## config.mk

```make
export PLATFORM = sky130hd
export DESIGN_NAME = keypad_top
export DESIGN_NICKNAME = d
export VERILOG_FILES = /design/src/rtl/keypad_pkg.sv /design/src/rtl/key_queue.sv /design/src/rtl/keypad_row_filter.sv /design/src/rtl/keypad_scanner.sv /design/src/rtl/keypad_top.sv
export SDC_FILE = /design/constraint.sdc
export NUM_CORES = 1
export LEC_CHECK = 0
export BUFFER_PORTS_ARGS = -buffer_cell sky130_fd_sc_hd__buf_2
export CAP_MARGIN = 20
export CORE_MARGIN = 8
export CORE_UTILIZATION = 45
export DETAILED_ROUTE_END_ITERATION = 10
export PLACE_DENSITY = 0.7
export SLEW_MARGIN = 10
export SYNTH_ARGS = -nofsm -noshare
export SYNTH_HDL_FRONTEND = slang
export SYNTH_HIERARCHICAL = 1
export SYNTH_SLANG_ARGS = --single-unit
```

## constraint.sdc

```tcl
create_clock -name clk -period 3.1 [get_ports clk]
set_input_delay 0.62 -clock clk [delete_from_list [all_inputs] [get_ports clk]]
set_output_delay 0.62 -clock clk [all_outputs]
set_load 0.005 [all_outputs]
```

## src/rtl/keypad_pkg.sv

```systemverilog
`default_nettype none

package keypad_pkg;

    // ------------------------------------------------------------------
    // Matrix signals and characters
    // ------------------------------------------------------------------

    // Row lines, bit i is row i, high in the row of a pressed key
    typedef logic [3:0] rows_t;

    // Column drive lines, active low, one bit low at a time while scanning
    typedef logic [3:0] cols_t;

    // Matrix position of a key as {rows, cols}
    typedef logic [7:0] key_code_t;

    // ASCII character, zero stands for no valid key
    typedef logic [7:0] key_char_t;

    // ------------------------------------------------------------------
    // Timing and sizes
    // ------------------------------------------------------------------

    // Equal synchronized samples needed before the filter output moves
    localparam int FILTER_CYCLES = 3;
    localparam int FILTER_CNT_W  = $clog2(FILTER_CYCLES);

    // Cycles each column is driven before its rows are judged
    localparam int DWELL_CYCLES = 8;
    localparam int DWELL_CNT_W  = $clog2(DWELL_CYCLES);

    // Character queue
    localparam int QUEUE_DEPTH = 4;
    localparam int QPTR_W      = $clog2(QUEUE_DEPTH);
    localparam int QCNT_W      = $clog2(QUEUE_DEPTH + 1);

    // Credits granted by the consumer after reset
    localparam int SINK_CREDITS = 2;
    localparam int CREDIT_W     = $clog2(SINK_CREDITS + 1);

    typedef logic [CREDIT_W-1:0] credit_cnt_t;

    typedef enum logic [1:0] {SCAN, HELD, RELEASE} scan_state_t;

endpackage

`default_nettype wire

```

## src/rtl/key_queue.sv

```systemverilog
`timescale 1ns/1ps
`default_nettype none

module key_queue
    import keypad_pkg::*;
(
    input  wire logic      clk,
    input  wire logic      nRST,
    input  wire logic      push,
    input  wire key_char_t push_char,
    output logic           key_valid,
    output key_char_t      key_char,
    input  wire logic      credit_return,
    output logic           overflow
);

    // ------------------------------------------------------------------
    // Storage and pointers
    // ------------------------------------------------------------------

    key_char_t             mem [QUEUE_DEPTH];
    logic [QPTR_W-1:0]     wr_ptr;
    logic [QPTR_W-1:0]     rd_ptr;
    logic [QCNT_W-1:0]     fill;
    credit_cnt_t           credits;

    logic                  full;
    logic                  empty;
    logic                  send;
    logic                  accept;

    assign full  = (fill == QCNT_W'(QUEUE_DEPTH));
    assign empty = (fill == '0);

    // A send needs a character and a credit
    assign send = !empty && (credits != '0);

    // A send in the same cycle frees a slot for a push to a full queue
    assign accept = push && (!full || send);

    assign key_valid = send;
    assign key_char  = mem[rd_ptr];

    always_ff @(posedge clk) begin
        if (accept) begin
            mem[wr_ptr] <= push_char;
        end
    end

    always_ff @(posedge clk, negedge nRST) begin
        if (!nRST) begin
            wr_ptr <= '0;
            rd_ptr <= '0;
            fill   <= '0;
        end else begin
            if (accept) begin
                wr_ptr <= wr_ptr + 1'b1;
            end
            if (send) begin
                rd_ptr <= rd_ptr + 1'b1;
            end
            case ({accept, send})
                2'b10:   fill <= fill + 1'b1;
                2'b01:   fill <= fill - 1'b1;
                default: fill <= fill;
            endcase
        end
    end

    // ------------------------------------------------------------------
    // Credits and overflow
    // ------------------------------------------------------------------

    always_ff @(posedge clk, negedge nRST) begin
        if (!nRST) begin
            credits <= credit_cnt_t'(SINK_CREDITS);
        end else begin
            case ({send, credit_return})
                2'b10: credits <= credits - 1'b1;
                2'b01: begin
                    // The consumer never holds more than it was granted
                    if (credits != credit_cnt_t'(SINK_CREDITS)) begin
                        credits <= credits + 1'b1;
                    end
                end
                default: credits <= credits;
            endcase
        end
    end

    // Sticky until reset
    always_ff @(posedge clk, negedge nRST) begin
        if (!nRST) begin
            overflow <= 1'b0;
        end else if (push && !accept) begin
            overflow <= 1'b1;
        end
    end

endmodule

`default_nettype wire

```

## src/rtl/keypad_row_filter.sv

```systemverilog
`timescale 1ns/1ps
`default_nettype none

module keypad_row_filter
    import keypad_pkg::*;
(
    input  wire logic  clk,
    input  wire logic  nRST,
    input  wire rows_t rows,
    output rows_t      clean_rows
);

    // ------------------------------------------------------------------
    // Synchronizer
    // ------------------------------------------------------------------

    // The keypad rows are asynchronous to clk, so two flops come first
    rows_t sync_1;
    rows_t sync_2;

    always_ff @(posedge clk, negedge nRST) begin
        if (!nRST) begin
            sync_1 <= '0;
            sync_2 <= '0;
        end else begin
            sync_1 <= rows;
            sync_2 <= sync_1;
        end
    end

    // ------------------------------------------------------------------
    // Stability filter
    // ------------------------------------------------------------------

    // Candidate holds the value being timed, stable_cnt the number of
    // equal samples seen before the current one, less one
    rows_t                   candidate;
    logic [FILTER_CNT_W-1:0] stable_cnt;
    logic                    stable_done;

    // The current sample is the last one the filter needs
    assign stable_done = (stable_cnt == FILTER_CNT_W'(FILTER_CYCLES - 2));

    always_ff @(posedge clk, negedge nRST) begin
        if (!nRST) begin
            candidate  <= '0;
            stable_cnt <= '0;
            clean_rows <= '0;
        end else begin
            if (sync_2 != candidate) begin
                // Any change restarts the count, which swallows bounce
                candidate  <= sync_2;
                stable_cnt <= '0;
            end else if (stable_done) begin
                clean_rows <= candidate;
            end else begin
                stable_cnt <= stable_cnt + 1'b1;
            end
        end
    end

    // A new value on the raw rows shows on clean_rows 2 + FILTER_CYCLES
    // cycles later when it holds that long. Two cycles go to the sync
    // flops and the rest to FILTER_CYCLES equal samples, the last of
    // which loads clean_rows

endmodule

`default_nettype wire

```

## src/rtl/keypad_scanner.sv

```systemverilog
`timescale 1ns/1ps
`default_nettype none

module keypad_scanner
    import keypad_pkg::*;
(
    input  wire logic  clk,
    input  wire logic  nRST,
    input  wire rows_t clean_rows,
    output cols_t      cols,
    output logic       push,
    output key_char_t  push_char
);

    scan_state_t            state;
    scan_state_t            next_state;
    logic [DWELL_CNT_W-1:0] dwell_cnt;
    logic [1:0]             col_idx;
    logic                   dwell_end;
    logic                   rows_idle;
    key_code_t              code;
    key_char_t              decoded;

    // ------------------------------------------------------------------
    // Column drive
    // ------------------------------------------------------------------

    // One column low at a time, selected by col_idx
    assign cols = ~(cols_t'(1) << col_idx);

    assign dwell_end = (dwell_cnt == DWELL_CNT_W'(DWELL_CYCLES - 1));
    assign rows_idle = (clean_rows == '0);

    // ------------------------------------------------------------------
    // Layout table
    // ------------------------------------------------------------------

    assign code = {clean_rows, cols};

    // Row-major order, rows in the upper nibble, driven column low below.
    // Anything that is not exactly one row on the driven column gives 0
    always_comb begin
        case (code)
            8'h1E: decoded = "1";
            8'h1D: decoded = "2";
            8'h1B: decoded = "3";
            8'h17: decoded = "A";
            8'h2E: decoded = "4";
            8'h2D: decoded = "5";
            8'h2B: decoded = "6";
            8'h27: decoded = "B";
            8'h4E: decoded = "7";
            8'h4D: decoded = "8";
            8'h4B: decoded = "9";
            8'h47: decoded = "C";
            8'h8E: decoded = "*";
            8'h8D: decoded = "0";
            8'h8B: decoded = "#";
            8'h87: decoded = "D";
            default: decoded = '0;
        endcase
    end

    // ------------------------------------------------------------------
    // Press and release FSM
    // ------------------------------------------------------------------

    always_comb begin
        next_state = state;
        case (state)
            SCAN: begin
                // Rows are only trusted at the end of a dwell, once the
                // filter has caught up with the new column
                if (dwell_end && !rows_idle) begin
                    next_state = HELD;
                end
            end
            HELD: begin
                if (rows_idle) begin
                    next_state = RELEASE;
                end
            end
            RELEASE: begin
                if (!rows_idle) begin
                    next_state = HELD;
                end else if (dwell_end) begin
                    next_state = SCAN;
                end
            end
            default: next_state = SCAN;
        endcase
    end

    always_ff @(posedge clk, negedge nRST) begin
        if (!nRST) begin
            state     <= SCAN;
            dwell_cnt <= '0;
            col_idx   <= '0;
            push      <= 1'b0;
        end else begin
            state <= next_state;
            push  <= (state == SCAN) && dwell_end && (decoded != '0);

            // The dwell counter runs in SCAN and RELEASE and waits in HELD
            if (state == HELD || next_state == HELD || dwell_end) begin
                dwell_cnt <= '0;
            end else begin
                dwell_cnt <= dwell_cnt + 1'b1;
            end

            // The column moves on after an empty dwell in SCAN, or after
            // the release dwell, and stays frozen otherwise
            if (dwell_end && rows_idle && state != HELD) begin
                col_idx <= col_idx + 1'b1;
            end
        end
    end

    // Character register, loaded with the judged key
    always_ff @(posedge clk) begin
        if (state == SCAN && dwell_end) begin
            push_char <= decoded;
        end
    end

endmodule

`default_nettype wire

```

## src/rtl/keypad_top.sv

```systemverilog
`timescale 1ns/1ps
`default_nettype none

module keypad_top
    import keypad_pkg::*;
(
    input  wire logic  clk,
    input  wire logic  nRST,
    input  wire rows_t rows,
    output cols_t      cols,
    output logic       key_valid,
    output key_char_t  key_char,
    input  wire logic  credit_return,
    output logic       overflow
);

    rows_t     clean_rows;
    logic      push;
    key_char_t push_char;

    // ------------------------------------------------------------------
    // Row conditioning
    // ------------------------------------------------------------------

    keypad_row_filter u_filter (
        .clk        (clk),
        .nRST       (nRST),
        .rows       (rows),
        .clean_rows (clean_rows)
    );

    // ------------------------------------------------------------------
    // Scanning and decode
    // ------------------------------------------------------------------

    keypad_scanner u_scanner (
        .clk        (clk),
        .nRST       (nRST),
        .clean_rows (clean_rows),
        .cols       (cols),
        .push       (push),
        .push_char  (push_char)
    );

    // ------------------------------------------------------------------
    // Character queue toward the consumer
    // ------------------------------------------------------------------

    // The queue takes every push and drops it when full
    key_queue u_queue (
        .clk           (clk),
        .nRST          (nRST),
        .push          (push),
        .push_char     (push_char),
        .key_valid     (key_valid),
        .key_char      (key_char),
        .credit_return (credit_return),
        .overflow      (overflow)
    );

endmodule

`default_nettype wire

```

After elaboration in Yosys (flattened, before gate mapping)

Memory sizes are Yosys's and may differ from the RTL's.
Index checks and enable logic that the tools add are counted.

Bits in registers: 44
Output and inout port bits: 14
RAM bits: 32
Bits of input ports: 7
Word-level logic and storage cells: 97
Memories: 1

Multiplexer cells: 14
Add/subtract/negate cells: 9
Shifts and indexed selects: 1
Bitwise gates (word level): 2
Equality and inequality tests: 31
Reductions and logical operators: 24

Memory list:

| memory      | words | bits a word | rd ports | clocked after memory_dff | write ports | line            | RTL |
|---|---|---|---|---|---|---|---|
| u_queue.mem | 4     | 8           | 1        | 0                        | 1           | key_queue.sv:21 | `key_char_t mem [QUEUE_DEPTH];` |

Operator list:

| kind                  | number |
|---|---|
| $pmux W7 S16          | 1 |
| $eq A8 B5 Y1 const B  | 4 |
| $eq A8 B6 Y1 const B  | 4 |
| $eq A8 B7 Y1 const B  | 4 |
| $eq A8 B8 Y1 const B  | 4 |
| $mux W2               | 7 |
| $add A2 B1 Y2 const B | 5 |
| $eq A2 B1 Y1 const B  | 5 |
| $logic_and A1 B1 Y1   | 8 |
| $reduce_bool A8 Y1    | 1 |
| $add A3 B1 Y3 const B | 2 |
| $eq A2 B2 Y1 const B  | 3 |
| $eq A3 B3 Y1 const B  | 2 |
| $pmux W2 S3           | 1 |
| $pmux W3 S2           | 1 |
| $reduce_bool A2 Y1    | 3 |
| $logic_not A1 Y1      | 4 |
| $logic_not A4 Y1      | 1 |
| $ne A2 B1 Y1 const B  | 2 |
| $ne A2 B2 Y1 const B  | 2 |
| $ne A4 B4 Y1          | 1 |
| $not A4 Y4            | 1 |
| $pmux W2 S2           | 1 |
| $reduce_and A2 Y1     | 2 |
| 9 further kinds       | 12 |

Depth between registers and ports, before layout

Depth after elaboration: 9
Mapped depth: 7
Mapped depth without buffers: 6

Cells and area by module

Netlist, hierarchy kept.

By module, submodules not included:

| module            | cells each | times used | area an instance (um2) | sequential area each (um2) |
|---|---|---|---|---|
| key_queue         | 107        | 1          | 1844.3                 | 1212.4 |
| keypad_scanner    | 120        | 1          | 1133.6                 | 410.4 |
| keypad_row_filter | 41         | 1          | 643.1                  | 450.4 |

Least setup slack after synthesis

No wires, ideal clock.

Path kind: flip-flop to flip-flop
From: register u_queue.fill[0]
To: register u_queue.fill[2]
Library setup time: 87 ps
Data required time: 3013 ps
Clock period less this slack: 1909 ps
Data arrival time: 1823 ps
Cell stages (with the launch flop): 7
Path buffers: 0
Path slack: 1191 ps
Path through: dfrtp_1 nor3_2 nor3_1 fa_1 or2_1 o31a_1 o211ai_1

Longest elaborated chain between the ends: 7
Elaborated cells between the ends (all ways): 13
Classes of those cells: add/sub: 2; eq/ne: 3; mux: 1; reduce/logical: 7

Ends and longest elaborated chain:

| element                                           | line            | RTL |
|---|---|---|
| start, declared                                   | key_queue.sv:24 | `logic [QCNT_W-1:0] fill;` |
| start signal, assigned                            | key_queue.sv:63 | `2'b10: fill <= fill + 1'b1;` |
| start signal, assigned                            | key_queue.sv:64 | `2'b01: fill <= fill - 1'b1;` |
| start signal, assigned                            | key_queue.sv:65 | `default: fill <= fill;` |
| $logic_not A3 Y1                                  | key_queue.sv:33 | `assign empty = (fill == '0);` |
| $logic_not A1 Y1                                  | key_queue.sv:36 | `assign send = !empty && (credits != '0);` |
| $logic_and A1 B1 Y1                               | key_queue.sv:36 |  |
| $logic_or A1 B1 Y1                                | key_queue.sv:39 | `assign accept = push && (!full \|\| send);` |
| $logic_and A1 B1 Y1                               | key_queue.sv:39 |  |
| $eq A2 B1 Y1 or $eq A2 B2 Y1 (tied branches)      | key_queue.sv:62 | `case ({accept, send})` |
| $pmux W3 S2 or $reduce_bool A2 Y1 (tied branches) | n/a             |  |

Parallel ways exist; a longest one is shown, timed or not.
A chain may end at the register's enable or synchronous reset.

Final worst setup path

From: register u_queue.rd_ptr[0]
To: output port key_char[1]

Longest elaborated chain between the ends: 1

Ends and longest elaborated chain:

| element                | line             | RTL |
|---|---|---|
| start, declared        | key_queue.sv:23  | `logic [QPTR_W-1:0] rd_ptr;` |
| start signal, assigned | key_queue.sv:60  | `rd_ptr <= rd_ptr + 1'b1;` |
| $mem_v2 Z4 W8          | n/a              |  |
| end, declared          | keypad_top.sv:12 | `output key_char_t key_char,` |

Every way passes these cells.

==> impl_results.md <==
* Status: completed
* Clock transition at path regs at 70 ps
* Initial Utilization at 46.6%
* Switch share at 31.6%
* Total core area at 7770 µm²
* Post-DP HPWL at ~4000 µm
* Final core occ at roughly half
* Met3 Track Usage GR at 3.53%
* Mapped Cells at approximately 270
* Pint at between 2 and 2.5 mW
* Number of synthesized flops with an enable pin at 39
* Worst setup path class: reg2out
* Routed wire length per instance at 14.5 µm
* Area Growth Syn to Fin at 9.78%
* Num ports at 21
* Met1 Track Usage GR at 12.1%
* Clk_skew at approximately 9 ps
* Antenna cells at 0
* Die Span X at 106 µm
* Drt total wl at 5610 µm
* CTS resizes at 0
* Die Ht at 106 µm
* Vias in the first global route at 1,956
* All-Layer GR Usage at between 10% and 20%
* TritonCTS Sinks at 75
* PD cells at 820 nW/µm²
* Largest net degree at the start of global routing at 37
* Setup_tns at 0 ps
* Drt via density at 5.18
* Dominant synthesized flop cell: edfxtp_1
* CTS HTree Levels at 3
* DR vias at 2,006
* Final Cycle Share at 76.5%
* Setup Buffers After CTS at 0
* Aggregate global routing overflow at 0
* Worst min path class: reg2reg
* Grt met2 use at 16.5%
* Critical Path Sink Type: output pin
* Initial antenna violation count at 0
* CTS Hold Bufs at 0
* Synth area leader: edfxtp_1
* First-pass GRT wire length at slightly above 9000 µm
* Seq/Total Area, Yosys at 57.3%
* Ys async rst share at 48.0%
* Top Usage Layer GRT: met2
* Clk buf depth at 2
* Max IR drop VDD at 0.364 mV
* DRC Markers at 0
* Top post-synthesis cells by count: edfxtp_1 (39), dfrtp_1 (35), ha_1 (14), inv_1 (14), nor2_1 (13)
* Cell row count at 32
* CP startpoint kind: flop
* Area contributors post-synth: edfxtp_1 (32%), dfrtp_1 (24%), mux4_2 (5.0%), ha_1 (4.8%), xnor2_1 (2.4%)
* Worst Path Max Fanout at 10
* Critical path required time at 2480 ps
* Final hold violation count at 0
* Gp weighted congestion at 0.741
* Synth cell types at 65
* Final #Nets at 302
* Post-synth top area share at 32.3%
* Final setup fails at 0
* IO buf count at 20
* Number of max-cap violations at 0
* #FFs+latches synth at 75
* Cell Area, Synth at 3620 µm²
* NetSw at just over 1 mW
* Share of cells above drive strength 1 at 23.5%
* LEAKAGE at approximately 1.5 nW
* Clock root cell: clkbuf_8
* Count leader, synth: edfxtp_1
* Comb power frac at between 20 and 30%
* Clk network pwr share at 27.1%
* Pins Over Slew Limit at 0
* Relative slew margins at a little under half
* CTS tree: built
* Peak Freq at ~420 MHz
* Fill cells at 680
* Clk_lat worst skew at approximately 340 ps
* RSZ-0062 raised after global routing: false
* Yosys warns at 6
* Slew @ Worst Pin at 791 ps
* Sequential share of power at between 40% and 50%
* Die ar. at approximately 11,000 µm²
* Avg Cell Area, Syn at about 14 µm²
* Fin crit period at 2370 ps
* CP arrival at 1750 ps
* DR iter-0 viols at 161
* Post-route antenna net violation count at 0
* CTS Buf Count at 9
* Drt pass-1 iters at 4
* Syn_nets at 290
## worst max-delay path: stages, from the launching register on
cell and delay [ps]:
dfrtp_1 700, mux4_2 570, buf_2 140
## cells by family (layout without fill, tap and decap cells)
logic type | Yosys count | count (layout) | synth area share [%]
flops | 75 | 75 | 57.3
mux | 17 | 17 | 8.15
fa+ha+maj | 15 | 15 | 5.39
other cells | 1 | 1 | 0.104
simple gates | 62 | 62 | 10.4
xor+xnor | 13 | 13 | 3.14
buf+inv | 35 | 52 | 5.29
compound gates | 50 | 50 | 10.3
## path summary, 6_finish.rpt
check | from | to | slack [ps] | cells after the start
worst max-delay path | u_queue/rd_ptr[0]$_DFFE_PN0P_ | key_char[1] | 730 | 2
worst min-delay path | u_filter/sync_1[0]$_DFF_PN0_ | u_filter/sync_2[0]$_DFF_PN0_ | 350 | 0
worst max register to register | u_queue/fill[1]$_DFFE_PN0P_ | u_queue/fill[2]$_DFFE_PN0P_ | 1000 | 6
worst min register to register | u_filter/sync_1[0]$_DFF_PN0_ | u_filter/sync_2[0]$_DFF_PN0_ | 350 | 0
max in group asynchronous | nRST | u_queue/rd_ptr[0]$_DFFE_PN0P_ | 2240 | 1
min in group asynchronous | nRST | u_scanner/push$_DFF_PN0_ | 360 | 1
## cells in the final DEF (no fill, tap or decap), types with 3 or more instances in the layout
cell / n
xnor2_1: 10
nand2b_1: 6
clkbuf_8: 9
inv_1: 14
mux4_2: 8
edfxtp_1: 39
nor2_2: 3
o211ai_1: 3
nand2_1: 7
buf_2: 20
o21ai_0: 8
xor2_1: 3
a211oi_1: 3
nor2_1: 13
bufinv_16: 3
a21oi_1: 9
dfrtp_1: 35
o22ai_1: 3
nor3_1: 6
ha_1: 14
and2_1: 6
mux2_4: 4
## flip-flops by register name, summed over array words and instances (netlist names)
signal / cells
u_filter/candidate: 4
u_filter/clean_rows: 4
u_filter/stable_cnt: 2
u_filter/sync_1: 4
u_filter/sync_2: 4
u_queue/credits: 2
u_queue/fill: 3
u_queue/mem: 32
u_queue/overflow: 1
u_queue/rd_ptr: 2
u_queue/wr_ptr: 2
u_scanner/col_idx: 2
u_scanner/dwell_cnt: 3
u_scanner/push: 1
u_scanner/push_char: 7
u_scanner/state: 2
## power by group through the flow
stage	Combinational (mW)	Clock [mW]	Sequential [mW]
floorplan	0.852	0	1.31
global placement	0.932	0	1.45
detailed placement	0.946	0	1.46
CTS	0.953	0.904	1.44
global route	1.05	0.940	1.47
finish	0.942	0.883	1.44
## layout make-up
| cell class | count | area [µm²] | share of cell area [%] |
|---|---|---|---|
| Clock inverter | 7 | 116 | 2.93 |
| Tap cell | 102 | 128 | 3.21 |
| Clock buffer | 9 | 124 | 3.12 |
| Timing Repair Buffer | 21 | 108 | 2.71 |
| Sequential cell | 75 | 2070 | 52.2 |
| Multi-Input combinational cell | 158 | 1360 | 34.1 |
| Inverter | 15 | 70.1 | 1.76 |
## routing by layer
metal	part of all wire [%]	routed length, µm
met1	46	2600
met5	0	0
met2	48	2670
met4	1.3	73
met3	4.7	265
## through the flow
step / cells / cell area (µm²) / hold WS, ps / power, mW / setup slack [ps]
4_1_cts: 387 / 3980 / 356 / 3.30 / 678
5_1_grt: 387 / 3980 / 364 / 3.46 / 622
3_5_place_dp: 371 / 3730 / 339 / 2.41 / 998
2_1_floorplan: 268 / 3620 / 324 / 2.17 / 1190
3_3_place_gp: 371 / 3730 / 332 / 2.38 / 1110
6_report: 387 / 3980 / 354 / 3.26 / 728
No activity file was read; power rests on OpenSTA's default activity.
